`src/include/corebus_cfg.svh`:
```
/*
  Core bus configuration.
  Bus widths, channel FIFO sizing and the size of the memory target.
*/
`ifndef COREBUS_CFG_SVH
`define COREBUS_CFG_SVH

`define CB_ADDR_W          8   // byte-free word address.
`define CB_DATA_W          32
`define CB_ID_W            4

`define CB_FIFO_DEPTH      4
`define CB_FIFO_THRESHOLD  3   // fill level that raises almost-full.

// addresses at or above this count are out of range.
`define CB_MEM_WORDS       64

`endif

```
`src/logic/corebus_pkg.sv`:
```
/*
  Core bus types.
  Command kind, the command word and the response word carried on the
  command and response channels of the core bus.
*/
`default_nettype none

`include "corebus_cfg.svh"

package corebus_pkg;

  typedef enum logic {
    CB_READ  = 1'b0,
    CB_WRITE = 1'b1
  } cb_kind_e;

  // 13 bits with the default widths.
  typedef struct packed {
    cb_kind_e               kind;
    logic [`CB_ADDR_W-1:0]  addr;
    logic [`CB_ID_W-1:0]    id;
  } cb_cmd_t;

  // 37 bits with the default widths.
  typedef struct packed {
    logic [`CB_ID_W-1:0]    id;
    logic                   error;  // set for an address beyond the memory.
    logic [`CB_DATA_W-1:0]  data;
  } cb_resp_t;

endpackage

`default_nettype wire

```
`src/logic/corebus_if.sv`:
```
/*
  Core bus interface.
  Command, write data and response channels, each with a valid/accept
  handshake. The master drives requests, the slave drives responses.
*/
`default_nettype none

`include "corebus_cfg.svh"

interface corebus_if;

  logic                   mcmd_valid;
  logic                   scmd_accept;
  corebus_pkg::cb_cmd_t   mcmd;

  logic                   mdata_valid;
  logic                   sdata_accept;
  logic [`CB_DATA_W-1:0]  mdata;

  logic                   sresp_valid;
  logic                   mresp_accept;
  corebus_pkg::cb_resp_t  sresp;

  modport master (
    output mcmd_valid,
    input  scmd_accept,
    output mcmd,
    output mdata_valid,
    input  sdata_accept,
    output mdata,
    input  sresp_valid,
    output mresp_accept,
    input  sresp
  );

  modport slave (
    input  mcmd_valid,
    output scmd_accept,
    input  mcmd,
    input  mdata_valid,
    output sdata_accept,
    input  mdata,
    output sresp_valid,
    input  mresp_accept,
    output sresp
  );

endinterface

`default_nettype wire

```
`src/logic/channel_fifo.sv`:
```
/*
  Channel FIFO.
  Circular buffer for one bus channel with a registered head word and
  registered empty, almost-full and full flags.
*/
`default_nettype none

`include "corebus_cfg.svh"

module channel_fifo #(
  parameter type payload_t = logic,
  parameter int  DEPTH     = `CB_FIFO_DEPTH,
  parameter int  THRESHOLD = `CB_FIFO_THRESHOLD
)(
  input  var logic     i_clk,
  input  var logic     i_arst_n,
  input  var logic     i_clear,
  input  var logic     i_push,
  input  var payload_t i_data,
  input  var logic     i_pop,
  output payload_t     o_data,
  output logic         o_empty,
  output logic         o_almost_full,
  output logic         o_full
);
  localparam int PTR_W = (DEPTH > 1) ? $clog2(DEPTH) : 1;
  localparam int CNT_W = $clog2(DEPTH + 1);

  payload_t         ram [DEPTH];
  logic [PTR_W-1:0] wr_ptr;
  logic [PTR_W-1:0] rd_ptr;
  logic [PTR_W-1:0] rd_ptr_next;
  logic [CNT_W-1:0] count;
  logic [CNT_W-1:0] count_next;
  logic             push;
  logic             pop;

  function automatic logic [PTR_W-1:0] ptr_inc(input logic [PTR_W-1:0] ptr);
    return (ptr == PTR_W'(DEPTH - 1)) ? '0 : ptr + PTR_W'(1);
  endfunction

  always_comb begin
    push        = i_push && !o_full;  // a push while full is dropped.
    pop         = i_pop && !o_empty;
    rd_ptr_next = pop ? ptr_inc(rd_ptr) : rd_ptr;
    count_next  = count + CNT_W'(push) - CNT_W'(pop);
  end

  always_ff @(posedge i_clk or negedge i_arst_n) begin
    if (!i_arst_n) begin
      wr_ptr        <= '0;
      rd_ptr        <= '0;
      count         <= '0;
      o_empty       <= 1'b1;
      o_almost_full <= 1'b0;
      o_full        <= 1'b0;
    end else if (i_clear) begin
      wr_ptr        <= '0;
      rd_ptr        <= '0;
      count         <= '0;
      o_empty       <= 1'b1;
      o_almost_full <= 1'b0;
      o_full        <= 1'b0;
    end else begin
      if (push) begin
        wr_ptr <= ptr_inc(wr_ptr);
      end
      rd_ptr        <= rd_ptr_next;
      count         <= count_next;
      o_empty       <= count_next == '0;
      o_almost_full <= count_next >= CNT_W'(THRESHOLD);
      o_full        <= count_next == CNT_W'(DEPTH);
    end
  end

  // The head register takes the pushed word when the buffer would otherwise run dry.
  always_ff @(posedge i_clk) begin
    if (push) begin
      ram[wr_ptr] <= i_data;
    end
    if (push && (count_next == CNT_W'(1))) begin
      o_data <= i_data;
    end else if (pop) begin
      o_data <= ram[rd_ptr_next];  // next entry was written in an earlier cycle.
    end
  end

endmodule

`default_nettype wire

```
`src/logic/corebus_fifo.sv`:
```
/*
  Core bus FIFO.
  Buffers the command, write data and response channels between a bus
  master and a bus target, one channel FIFO each, and reports the fill
  flags per channel (bit 0 command, bit 1 write data, bit 2 response).
*/
`default_nettype none

`include "corebus_cfg.svh"

module corebus_fifo (
  input  var logic    i_clk,
  input  var logic    i_arst_n,
  input  var logic    i_clear,
  output logic [2:0]  o_empty,
  output logic [2:0]  o_almost_full,
  output logic [2:0]  o_full,
  corebus_if.slave    slave_if,
  corebus_if.master   master_if
);

  // requests flow from the slave port toward the master port.
  assign slave_if.scmd_accept  = !o_full[0];
  assign master_if.mcmd_valid  = !o_empty[0];
  assign slave_if.sdata_accept = !o_full[1];
  assign master_if.mdata_valid = !o_empty[1];

  // responses flow the other way.
  assign master_if.mresp_accept = !o_full[2];
  assign slave_if.sresp_valid   = !o_empty[2];

  channel_fifo #(
    .payload_t  (corebus_pkg::cb_cmd_t)
  ) u_cmd_fifo (
    .i_clk          (i_clk                  ),
    .i_arst_n       (i_arst_n               ),
    .i_clear        (i_clear                ),
    .i_push         (slave_if.mcmd_valid    ),
    .i_data         (slave_if.mcmd          ),
    .i_pop          (master_if.scmd_accept  ),
    .o_data         (master_if.mcmd         ),
    .o_empty        (o_empty[0]             ),
    .o_almost_full  (o_almost_full[0]       ),
    .o_full         (o_full[0]              )
  );

  channel_fifo #(
    .payload_t  (logic [`CB_DATA_W-1:0])
  ) u_data_fifo (
    .i_clk          (i_clk                  ),
    .i_arst_n       (i_arst_n               ),
    .i_clear        (i_clear                ),
    .i_push         (slave_if.mdata_valid   ),
    .i_data         (slave_if.mdata         ),
    .i_pop          (master_if.sdata_accept ),
    .o_data         (master_if.mdata        ),
    .o_empty        (o_empty[1]             ),
    .o_almost_full  (o_almost_full[1]       ),
    .o_full         (o_full[1]              )
  );

  channel_fifo #(
    .payload_t  (corebus_pkg::cb_resp_t)
  ) u_resp_fifo (
    .i_clk          (i_clk                  ),
    .i_arst_n       (i_arst_n               ),
    .i_clear        (i_clear                ),
    .i_push         (master_if.sresp_valid  ),
    .i_data         (master_if.sresp        ),
    .i_pop          (slave_if.mresp_accept  ),
    .o_data         (slave_if.sresp         ),
    .o_empty        (o_empty[2]             ),
    .o_almost_full  (o_almost_full[2]       ),
    .o_full         (o_full[2]              )
  );

endmodule

`default_nettype wire

```
`src/logic/corebus_memory.sv`:
```
/*
  Core bus memory target.
  Executes one command at a time on a register array and returns one
  response per command, with an error bit for addresses out of range.
*/
`default_nettype none

`include "corebus_cfg.svh"

module corebus_memory (
  input  var logic  i_clk,
  input  var logic  i_arst_n,
  corebus_if.slave  bus_if
);
  localparam int                    IDX_W      = $clog2(`CB_MEM_WORDS);
  localparam logic [`CB_ADDR_W-1:0] ADDR_LIMIT = `CB_MEM_WORDS;

  logic [`CB_DATA_W-1:0]  mem [`CB_MEM_WORDS];
  corebus_pkg::cb_resp_t  resp;
  logic                   resp_valid;
  logic                   resp_free;
  logic                   is_write;
  logic                   in_range;
  logic                   cmd_take;
  logic [IDX_W-1:0]       index;

  always_comb begin
    resp_free = !resp_valid || bus_if.mresp_accept;  // free or drained this cycle.
    is_write  = bus_if.mcmd.kind == corebus_pkg::CB_WRITE;
    in_range  = bus_if.mcmd.addr < ADDR_LIMIT;
    index     = bus_if.mcmd.addr[IDX_W-1:0];
  end

  // A write takes its command and data beat together.
  always_comb begin
    bus_if.scmd_accept  = resp_free && (!is_write || bus_if.mdata_valid);
    bus_if.sdata_accept = resp_free && bus_if.mcmd_valid && is_write;
    cmd_take            = bus_if.mcmd_valid && bus_if.scmd_accept;
  end

  assign bus_if.sresp_valid = resp_valid;
  assign bus_if.sresp       = resp;

  always_ff @(posedge i_clk or negedge i_arst_n) begin
    if (!i_arst_n) begin
      resp_valid <= 1'b0;
    end else if (cmd_take) begin
      resp_valid <= 1'b1;
    end else if (bus_if.mresp_accept) begin
      resp_valid <= 1'b0;
    end
  end

  always_ff @(posedge i_clk) begin
    if (cmd_take) begin
      resp.id    <= bus_if.mcmd.id;
      resp.error <= !in_range;
      resp.data  <= (!is_write && in_range) ? mem[index] : '0;
      if (is_write && in_range) begin
        mem[index] <= bus_if.mdata;  // an out-of-range write stores nothing.
      end
    end
  end

endmodule

`default_nettype wire

```
`src/logic/corebus_top.sv`:
```
/*
  Core bus top level.
  Maps the plain master ports onto the core bus, buffers it through the
  channel FIFO block and serves it from the memory target.
*/
`default_nettype none

`include "corebus_cfg.svh"

module corebus_top (
  input  var logic                   i_clk,
  input  var logic                   i_arst_n,
  input  var logic                   i_clear,
  input  var logic                   i_cmd_valid,
  input  var logic                   i_cmd_write,
  input  var logic [`CB_ADDR_W-1:0]  i_cmd_addr,
  input  var logic [`CB_ID_W-1:0]    i_cmd_id,
  input  var logic                   i_data_valid,
  input  var logic [`CB_DATA_W-1:0]  i_data,
  input  var logic                   i_resp_accept,
  output logic                       o_cmd_accept,
  output logic                       o_data_accept,
  output logic                       o_resp_valid,
  output logic [`CB_ID_W-1:0]        o_resp_id,
  output logic                       o_resp_error,
  output logic [`CB_DATA_W-1:0]      o_resp_data,
  output logic [2:0]                 o_empty,
  output logic [2:0]                 o_almost_full,
  output logic [2:0]                 o_full
);
  corebus_if host_bus ();
  corebus_if mem_bus ();

  assign host_bus.mcmd_valid   = i_cmd_valid;
  assign host_bus.mcmd         = '{kind: corebus_pkg::cb_kind_e'(i_cmd_write),
                                   addr: i_cmd_addr,
                                   id:   i_cmd_id};
  assign host_bus.mdata_valid  = i_data_valid;
  assign host_bus.mdata        = i_data;
  assign host_bus.mresp_accept = i_resp_accept;

  assign o_cmd_accept  = host_bus.scmd_accept;
  assign o_data_accept = host_bus.sdata_accept;
  assign o_resp_valid  = host_bus.sresp_valid;
  assign o_resp_id     = host_bus.sresp.id;
  assign o_resp_error  = host_bus.sresp.error;
  assign o_resp_data   = host_bus.sresp.data;

  corebus_fifo u_corebus_fifo (
    .i_clk          (i_clk          ),
    .i_arst_n       (i_arst_n       ),
    .i_clear        (i_clear        ),
    .o_empty        (o_empty        ),
    .o_almost_full  (o_almost_full  ),
    .o_full         (o_full         ),
    .slave_if       (host_bus       ),
    .master_if      (mem_bus        )
  );

  corebus_memory u_corebus_memory (
    .i_clk     (i_clk     ),
    .i_arst_n  (i_arst_n  ),
    .bus_if    (mem_bus   )
  );

endmodule

`default_nettype wire

```
`config.mk`:
```
export PLATFORM = sky130hd
export DESIGN_NAME = corebus_top
export DESIGN_NICKNAME = d
export VERILOG_FILES = /design/src/logic/corebus_pkg.sv /design/src/logic/corebus_if.sv /design/src/logic/channel_fifo.sv /design/src/logic/corebus_fifo.sv /design/src/logic/corebus_memory.sv /design/src/logic/corebus_top.sv
export VERILOG_INCLUDE_DIRS = /design/src /design/src/include
export SDC_FILE = /design/constraint.sdc
export NUM_CORES = 2
export LEC_CHECK = 0
export ABC_CLOCK_PERIOD_IN_PS = 13600
export BUFFER_PORTS_ARGS = -buffer_cell sky130_fd_sc_hd__buf_2
export CAP_MARGIN = 20
export CORE_AREA = 3 3 401 403
export CTS_CLUSTER_SIZE = 20
export DETAILED_ROUTE_END_ITERATION = 10
export DIE_AREA = 0 0 404 406
export GPL_TIMING_DRIVEN = 0
export PLACE_DENSITY_LB_ADDON = 0.12
export SYNTH_ARGS = -nofsm -noshare
export SYNTH_HDL_FRONTEND = slang
export SYNTH_SLANG_ARGS = --single-unit
```
`constraint.sdc`:
```
create_clock -name i_clk -period 13.6 [get_ports i_clk]
set_clock_uncertainty 0.05 [all_clocks]
set_input_delay 0.68 -clock i_clk [delete_from_list [all_inputs] [get_ports i_clk]]
set_output_delay 0.68 -clock i_clk [all_outputs]
set_load 0.01 [all_outputs]
```
Yosys cells after proc, flatten, opt, wreduce, memory -nomap -nowiden
Memories as Yosys holds them, arrays and structs flattened. A register that Yosys moved wholly into a read port is not among the register bits.
Index checks and enable logic that the tools add are counted.
{"block": "word_totals", "input_bits": 51, "mem_bits_rw": 2376, "ff_bits": 118, "wordCells": 143, "mem_count": 4, "out_inout_bits": 49}
{"block": "classes", "n_addsub": 12, "magnitude_cmp": 4, "eq_ne": 13, "muxes": 47, "n_reduce_logical": 35}
{"name": "u_corebus_memory.mem", "depth": 64, "width": 32, "rd": 1, "rd_ports_with_merged_regs": 1, "wr": 1, "line": "corebus_memory.sv:18", "text": "logic [`CB_DATA_W-1:0] mem [`CB_MEM_WORDS];"}
{"name": "u_corebus_fifo.u_resp_fifo.ram", "depth": 4, "width": 37, "rd": 1, "rd_ports_with_merged_regs": 0, "wr": 1, "line": "channel_fifo.sv:29", "text": "payload_t ram [DEPTH];"}
{"name": "u_corebus_fifo.u_data_fifo.ram", "depth": 4, "width": 32, "rd": 1, "rd_ports_with_merged_regs": 0, "wr": 1, "line": "channel_fifo.sv:29"}
{"name": "u_corebus_fifo.u_cmd_fifo.ram", "depth": 4, "width": 13, "rd": 1, "rd_ports_with_merged_regs": 0, "wr": 1, "line": "channel_fifo.sv:29"}
{"operator": "37-bit two-way mux", "n": 2}
{"operator": "32-bit two-way mux", "n": 2}
{"operator": "2-bit two-way mux", "n": 18}
{"operator": "13-bit two-way mux", "n": 2}
{"operator": "1-bit two-way mux", "n": 20}
{"operator": "1-bit logical AND", "n": 14}
{"operator": "2-bit by 1-bit adder with 2-bit output (second input constant)", "n": 6}
{"operator": "2-bit equality test (second input constant)", "n": 6}
{"operator": "2-bit nonzero test", "n": 6}
{"operator": "1-bit logical NOT", "n": 10}
{"operator": "3-bit by 1-bit adder with 3-bit output", "n": 3}
{"operator": "3-bit by 1-bit equality test with 1-bit output (second input constant)", "n": 3}
{"operator": "3-bit equality test (second input constant)", "n": 3}
{"operator": "3-bit by 2-bit >= comparator with 1-bit output (second input constant)", "n": 3}
{"operator": "3-bit logical NOT", "n": 3}
{"operator": "3-bit two-way mux", "n": 3}
{"operator": "3-bit by 1-bit subtractor with 3-bit output", "n": 3}
{"operator": "8-bit by 7-bit less-than comparator with 1-bit output (second input constant)", "n": 1}
{"operator": "1-bit logical OR", "n": 2}
{"operator": "2-bit by 1-bit inequality test with 1-bit output (second input constant)", "n": 1}

Longest topological paths before layout
{"block": "depth", "ltp_word": 9, "depth_mapped": 15, "mapped_depth_nobuf": 12}

Cells and area by module
From an unflattened synthesis, not the netlist that was laid out.
{"block": "unflattened", "cells_unflattened": 6345, "area_unflattened_um2": 100267.4}
{"module": "corebus_memory", "cells_per_inst": 4478, "n_inst": 1, "area_each_um2": 79696.4, "seq_area_each_um2": 62635.1}
{"module": "channel_fifo at u_corebus_fifo.u_resp_fifo", "cells_per_inst": 820, "n_inst": 1, "area_each_um2": 9047.4, "seq_area_each_um2": 5806.8}
{"module": "channel_fifo at u_corebus_fifo.u_data_fifo", "cells_per_inst": 718, "n_inst": 1, "area_each_um2": 7920.1, "seq_area_each_um2": 5056.1}
{"module": "channel_fifo at u_corebus_fifo.u_cmd_fifo", "cells_per_inst": 323, "n_inst": 1, "area_each_um2": 3580.9, "seq_area_each_um2": 2203.4}
{"module": "corebus_fifo", "cells_per_inst": 6, "n_inst": 1, "area_each_um2": 22.5, "seq_area_each_um2": 0.0}

Worst setup path before layout
No wires, ideal clock.
{"block": "synth_timing", "path_type": "register to register", "from": "register u_corebus_fifo.u_resp_fifo.o_full", "to": "register u_corebus_fifo.u_cmd_fifo.o_data[10] (netlist bit) (data pin)", "setup_time_ps": 266, "period_less_slack_ps": 4254, "arrival_ps": 3938, "slack_ps": 9346, "path_buffers": 2, "t_required_ps": 13284, "path_stages_with_launch": 14, "path_cell_list": "dfrtp_1 -> a21oi_2 -> a21boi_2 -> ha_1 -> inv_1 -> ha_1 -> inv_1 -> fa_1 -> xor2_1 -> xnor2_1 -> and4_1 -> clkbuf_1 -> clkbuf_1 -> o21ai_1"}
{"block": "synth_between", "elab_chain_cells": 8, "word_cells_on_any_way": 11, "classes_between": "1 x add/sub; 1 x eq/ne; 3 x mux; 5 x reduce/logical; 1 x memory"}
{"item": "start: declaration", "line": "channel_fifo.sv:24", "text": "output logic o_full"}
{"item": "start signal: assignment", "line": "channel_fifo.sv:72", "text": "o_full <= count_next == CNT_W'(DEPTH);"}
{"item": "1-bit logical NOT (*)", "line": "corebus_fifo.sv:29", "text": "assign master_if.mresp_accept = !o_full[2];"}
{"item": "1-bit logical OR (*)", "line": "corebus_memory.sv:28", "text": "resp_free = !resp_valid || bus_if.mresp_accept;"}
{"item": "1-bit logical AND (*)", "line": "corebus_memory.sv:36", "text": "bus_if.scmd_accept = resp_free && (!is_write || bus_if.mdata_valid);"}
{"item": "1-bit logical AND (*)", "line": "channel_fifo.sv:44", "text": "pop = i_pop && !o_empty;"}
{"item": "named net u_corebus_fifo.u_cmd_fifo.pop", "line": "channel_fifo.sv:36", "text": "logic pop;"}
{"item": "3-bit by 1-bit subtractor with 3-bit output or 2-bit two-way mux (tied branches)", "line": "channel_fifo.sv:46, channel_fifo.sv:45"}
{"item": "3-bit by 1-bit equality test with 1-bit output or memory read 4 x 13 bit (tied branches)"}
{"item": "1-bit logical AND or 13-bit two-way mux (tied branches)", "line": "channel_fifo.sv:81, channel_fifo.sv:83"}
{"item": "13-bit two-way mux (*)", "line": "channel_fifo.sv:81", "text": "if (push && (count_next == CNT_W'(1))) begin"}
{"item": "end signal: assignment", "line": "channel_fifo.sv:82", "text": "o_data <= i_data;"}
{"item": "end signal: assignment", "line": "channel_fifo.sv:84", "text": "o_data <= ram[rd_ptr_next];"}
{"item": "end: declaration", "line": "channel_fifo.sv:21", "text": "output payload_t o_data,"}
The timed path passes the listed nets; every way through them passes the cells marked *. The select of a mux whose other input is x is not followed.
A chain may end at the register's enable or synchronous reset.

Worst setup path after layout
{"block": "layout_timing", "from": "register u_corebus_fifo.u_cmd_fifo.o_data[5] (netlist bit)", "to": "memory u_corebus_memory.mem[35][12] (netlist bit), enable pin"}
{"block": "layout_between", "elab_chain_cells": 5}
{"item": "8-bit by 7-bit less-than comparator with 1-bit output", "line": "corebus_memory.sv:30", "text": "in_range = bus_if.mcmd.addr < ADDR_LIMIT;"}
{"item": "1-bit logical AND", "line": "corebus_memory.sv:59", "text": "if (is_write && in_range) begin"}
{"item": "1-bit two-way mux", "line": "corebus_memory.sv:59"}
{"item": "1-bit two-way mux", "line": "corebus_memory.sv:55", "text": "if (cmd_take) begin"}
{"item": "1-bit two-way mux (not written as such)", "line": "corebus_memory.sv:60", "text": "mem[index] <= bus_if.mdata;"}
{"item": "end: declaration", "line": "corebus_memory.sv:18"}
Parallel ways exist; a longest one is shown, timed or not.

==> impl_metrics.yaml <==
status:
  outcome: "complete, no violations"
synth:
  synth_top_area_share_pct: 78.1
  syn-num-nets: 5117
  yosys_warnings: 0
  yosysSeqAreaShare_pct: 78.9
  syn_inst: 5043
  yosysTopAreaCell: "edfxtp_1"
  synth-main-ff-cell: "edfxtp_1"
  async_reset_ff_share_pct: 1.23
  synth.area.top_cells: "edfxtp_1 (78%), mux4_2 (5.8%), a22oi_1 (2.9%)"
  synth-edff-count: 2495
  avgSynthCellArea_um2: 19.0
  synth-seq-cells: 2526
  syn_area_um2: 95900
  synth.distinct_cells: 66
  yosysMostFrequentCell: "edfxtp_1"
  synth_commonest_cells: "edfxtp_1 (2495), a22oi_1 (372), nand2_1 (320), mux4_2 (245), mux2i_1 (174)"
drt:
  drc: 0
  vias: 52560
  wl_per_cell_um: 32.6
  dr.pass1.iters: 9
  postRouteAntennaNets: 0
  drt-vias-per-instance: 6.69
  routed_wl_um: 256000
  drtIter0Drc: 7237
die:
  start_util_pct: 60.8
  core.rowCount: 146
  die_h_um: 406
  die_x_um: 404
  core_um2: 158000
  dieArea_um2: 164000
  io_pins: 100
sta:
  min_period_ps: 4720
  post-route-period-util_pct: 34.7
  hold_viol: 0
  rsz0062_at_grt: "false"
  relSlewSlack_pct: 10.3
  maxSlewViolCount: 0
  hold_ws_ps: 164
  tns_ps: 0
  setup_viol: 0
  worst_slew_pin_slew_ps: 1340
  max_clock_freq_mhz: 212
power:
  peakVddDrop_mv: 0.172
  p_leak_uw: 0.0363
  powerDensity_nw_per_um2: 226
grt:
  grt_max_degree: 38
  antenna_found_initial: 20
  grtUsageTotal_pct: 31.3
  first_global_vias: 51305
  grt_first_pass_wirelength_um: 365000
  grt_overflow: 0
clock_tree:
  clk_pin_slew_worst_paths_ps: 60
  cts_buffer_depth: 3
  tritoncts: "done"
  root_buffer: "clkbuf_16"
  cts_resized: 0
  cts.sinks: 2526
  cts_made_buffers: 237
  htree_num_levels: 4
  clk_latency_ps: 890
hold_path:
  min_path_type: "input port to register"
  hp-start: "i_clear"
worst_setup_path:
  worstPathCellList: "buf_6 -> buf_6 -> nand2_1 -> nor2_2 -> buf_2 -> nand2_1 -> nor2_4 -> buf_16"
  cp_max_fo: 19
  critical-path-max-stage-delay_ps: 960
  r2r_start: "u_corebus_fifo.u_cmd_fifo.o_data[5]"
  required_ps: 14120
  cp.arrival_ps: 5240
  crit_type: "register to register"
  setup.worst_path.end_class: "register"
  crit_path_top_delay_cell: "nor2_4"
  crit_buf_inv: 4
  worst_setup_path_start_kind: "register"
  cp-startpoint: "u_corebus_fifo.u_cmd_fifo.o_data[5]"
  critPathTopFamily: "simple AND/OR/NAND/NOR gates"
placed_design:
  port_buffers: 99
  place_congestion: 1.00
  dp_hpwl_um: 174000
cells_and_area:
  fin_nets: 5648
  drive_gt1_share_pct: 20.7
  syn_to_final_growth_pct: 15.8
  fillers: 9575
  multiInputGateArea_um2: 18900
  seq_area_um2: 75700
job:
  cap_violations: 0
[per-stage QoR]
stage	total power [uW]	worst slack, ps	utilization [%]	instances	cell area (um2)
final	25100	8880	70.4	7854	111000
after global routing	25900	8680	70.4	7847	111000
after CTS	25100	8920	70.4	7844	111000
after detailed placement	18700	8960	65.3	7359	103000
after global placement	17900	7250	62.7	7214	99000
after floorplan	14800	9350	-	5043	95900
[where the power goes]
part	total (uW)	switching [uW]	leakage [uW]	internal (uW)
combinational	8080	5240	0.00964	2840
clock	6420	2870	0.00368	3550
sequential	10600	494	0.0229	10100
[final timing paths]
check                                                            to  slack [ps]  depth (start not counted)
worst min-delay path            u_corebus_fifo.u_resp_fifo.count[1]         160                          2
worst max-delay path                   u_corebus_memory.mem[35][12]        8880                          8
min in group asynchronous       u_corebus_memory.bus_if.sresp_valid         400                          2
worst min register to register    u_corebus_memory.bus_if.sresp[33]         380                          0
max in group asynchronous       u_corebus_fifo.u_data_fifo.count[0]       12580                          2
worst max register to register         u_corebus_memory.mem[35][12]        8880                          8
[state kept, by name, summed over array words and instances (netlist names), 2 cells and up]
| signal | count |
|---|---|
| u_corebus_fifo.u_cmd_fifo.ram | 52 |
| u_corebus_fifo.u_cmd_fifo.o_data | 13 |
| u_corebus_fifo.u_resp_fifo.ram | 148 |
| u_corebus_fifo.u_cmd_fifo.count | 3 |
| u_corebus_fifo.u_data_fifo.count | 3 |
| u_corebus_fifo.u_data_fifo.rd_ptr | 2 |
| u_corebus_fifo.u_resp_fifo.rd_ptr | 2 |
| u_corebus_fifo.u_data_fifo.ram | 128 |
| u_corebus_fifo.u_resp_fifo.count | 3 |
| u_corebus_memory.bus_if.sresp | 37 |
| u_corebus_fifo.u_data_fifo.wr_ptr | 2 |
| u_corebus_fifo.u_cmd_fifo.wr_ptr | 2 |
| u_corebus_fifo.u_resp_fifo.wr_ptr | 2 |
| u_corebus_fifo.u_cmd_fifo.rd_ptr | 2 |
| u_corebus_fifo.u_data_fifo.o_data | 32 |
| u_corebus_memory.mem | 2048 |
| u_corebus_fifo.u_resp_fifo.o_data | 37 |
[area by class of cell]
| type | instances | area share [%] |
|---|---|---|
| Sequential cell | 2526 | 68.1 |
| Clock buffer | 278 | 5.48 |
| Timing Repair Buffer | 292 | 4.07 |
| Multi-Input combinational cell | 2160 | 17.0 |
| Buffer | 336 | 1.60 |
| Clock inverter | 161 | 1.33 |
| Antenna cell | 8 | 0.0180 |
| Tap cell | 2072 | 2.33 |
| Inverter | 21 | 0.0709 |
[placed cells by master (no fill, tap or decap), types with 97 or more instances in the layout]
cell type,instances
edfxtp_1,2495
a22oi_1,372
nand2_1,319
mux4_2,245
buf_2,244
clkbuf_16,237
mux2i_1,174
clkbuf_1,152
o21ai_0,111
and3_1,97
a31oi_1,97
[repair_timing]
item | CTS | global route
hold buffers | 46 | 0
setup buffers | 0 | 0
hold endpoints to repair | 208 | 0
[per-layer routing]
layer	vias up	global-route usage, %	wire, um
met3	651	6.49	23500
met4	12	16.3	15500
met1	27023	41.9	94000
met2	3051	49.4	123000
li1	21823	-	-
met5	-	0	82
[worst reg2reg max path, stage by stage, from the launching register on]
cell,delay (ps)
edfxtp_1,830
buf_6,320
buf_6,230
nand2_1,310
nor2_2,410
buf_2,330
nand2_1,700
nor2_4,970
buf_16,260
[kinds of logic (layout without fill, tap and decap cells)]
family | count (synthesis) | after routing | synth area share [%]
AO/OA/AOI/OAI | 980 | 980 | 7.33
AND/OR/NAND/NOR | 675 | 675 | 3.20
adder cells (fa/ha/maj) | 23 | 23 | 0.324
XOR/XNOR | 10 | 10 | 0.0913
multiplexers | 472 | 472 | 8.19
flip-flops | 2526 | 2526 | 78.9
buffers and inverters | 357 | 1088 | 1.94
other | 0 | 8 | 0
Note: power is estimated with default switching activity, not from simulation.
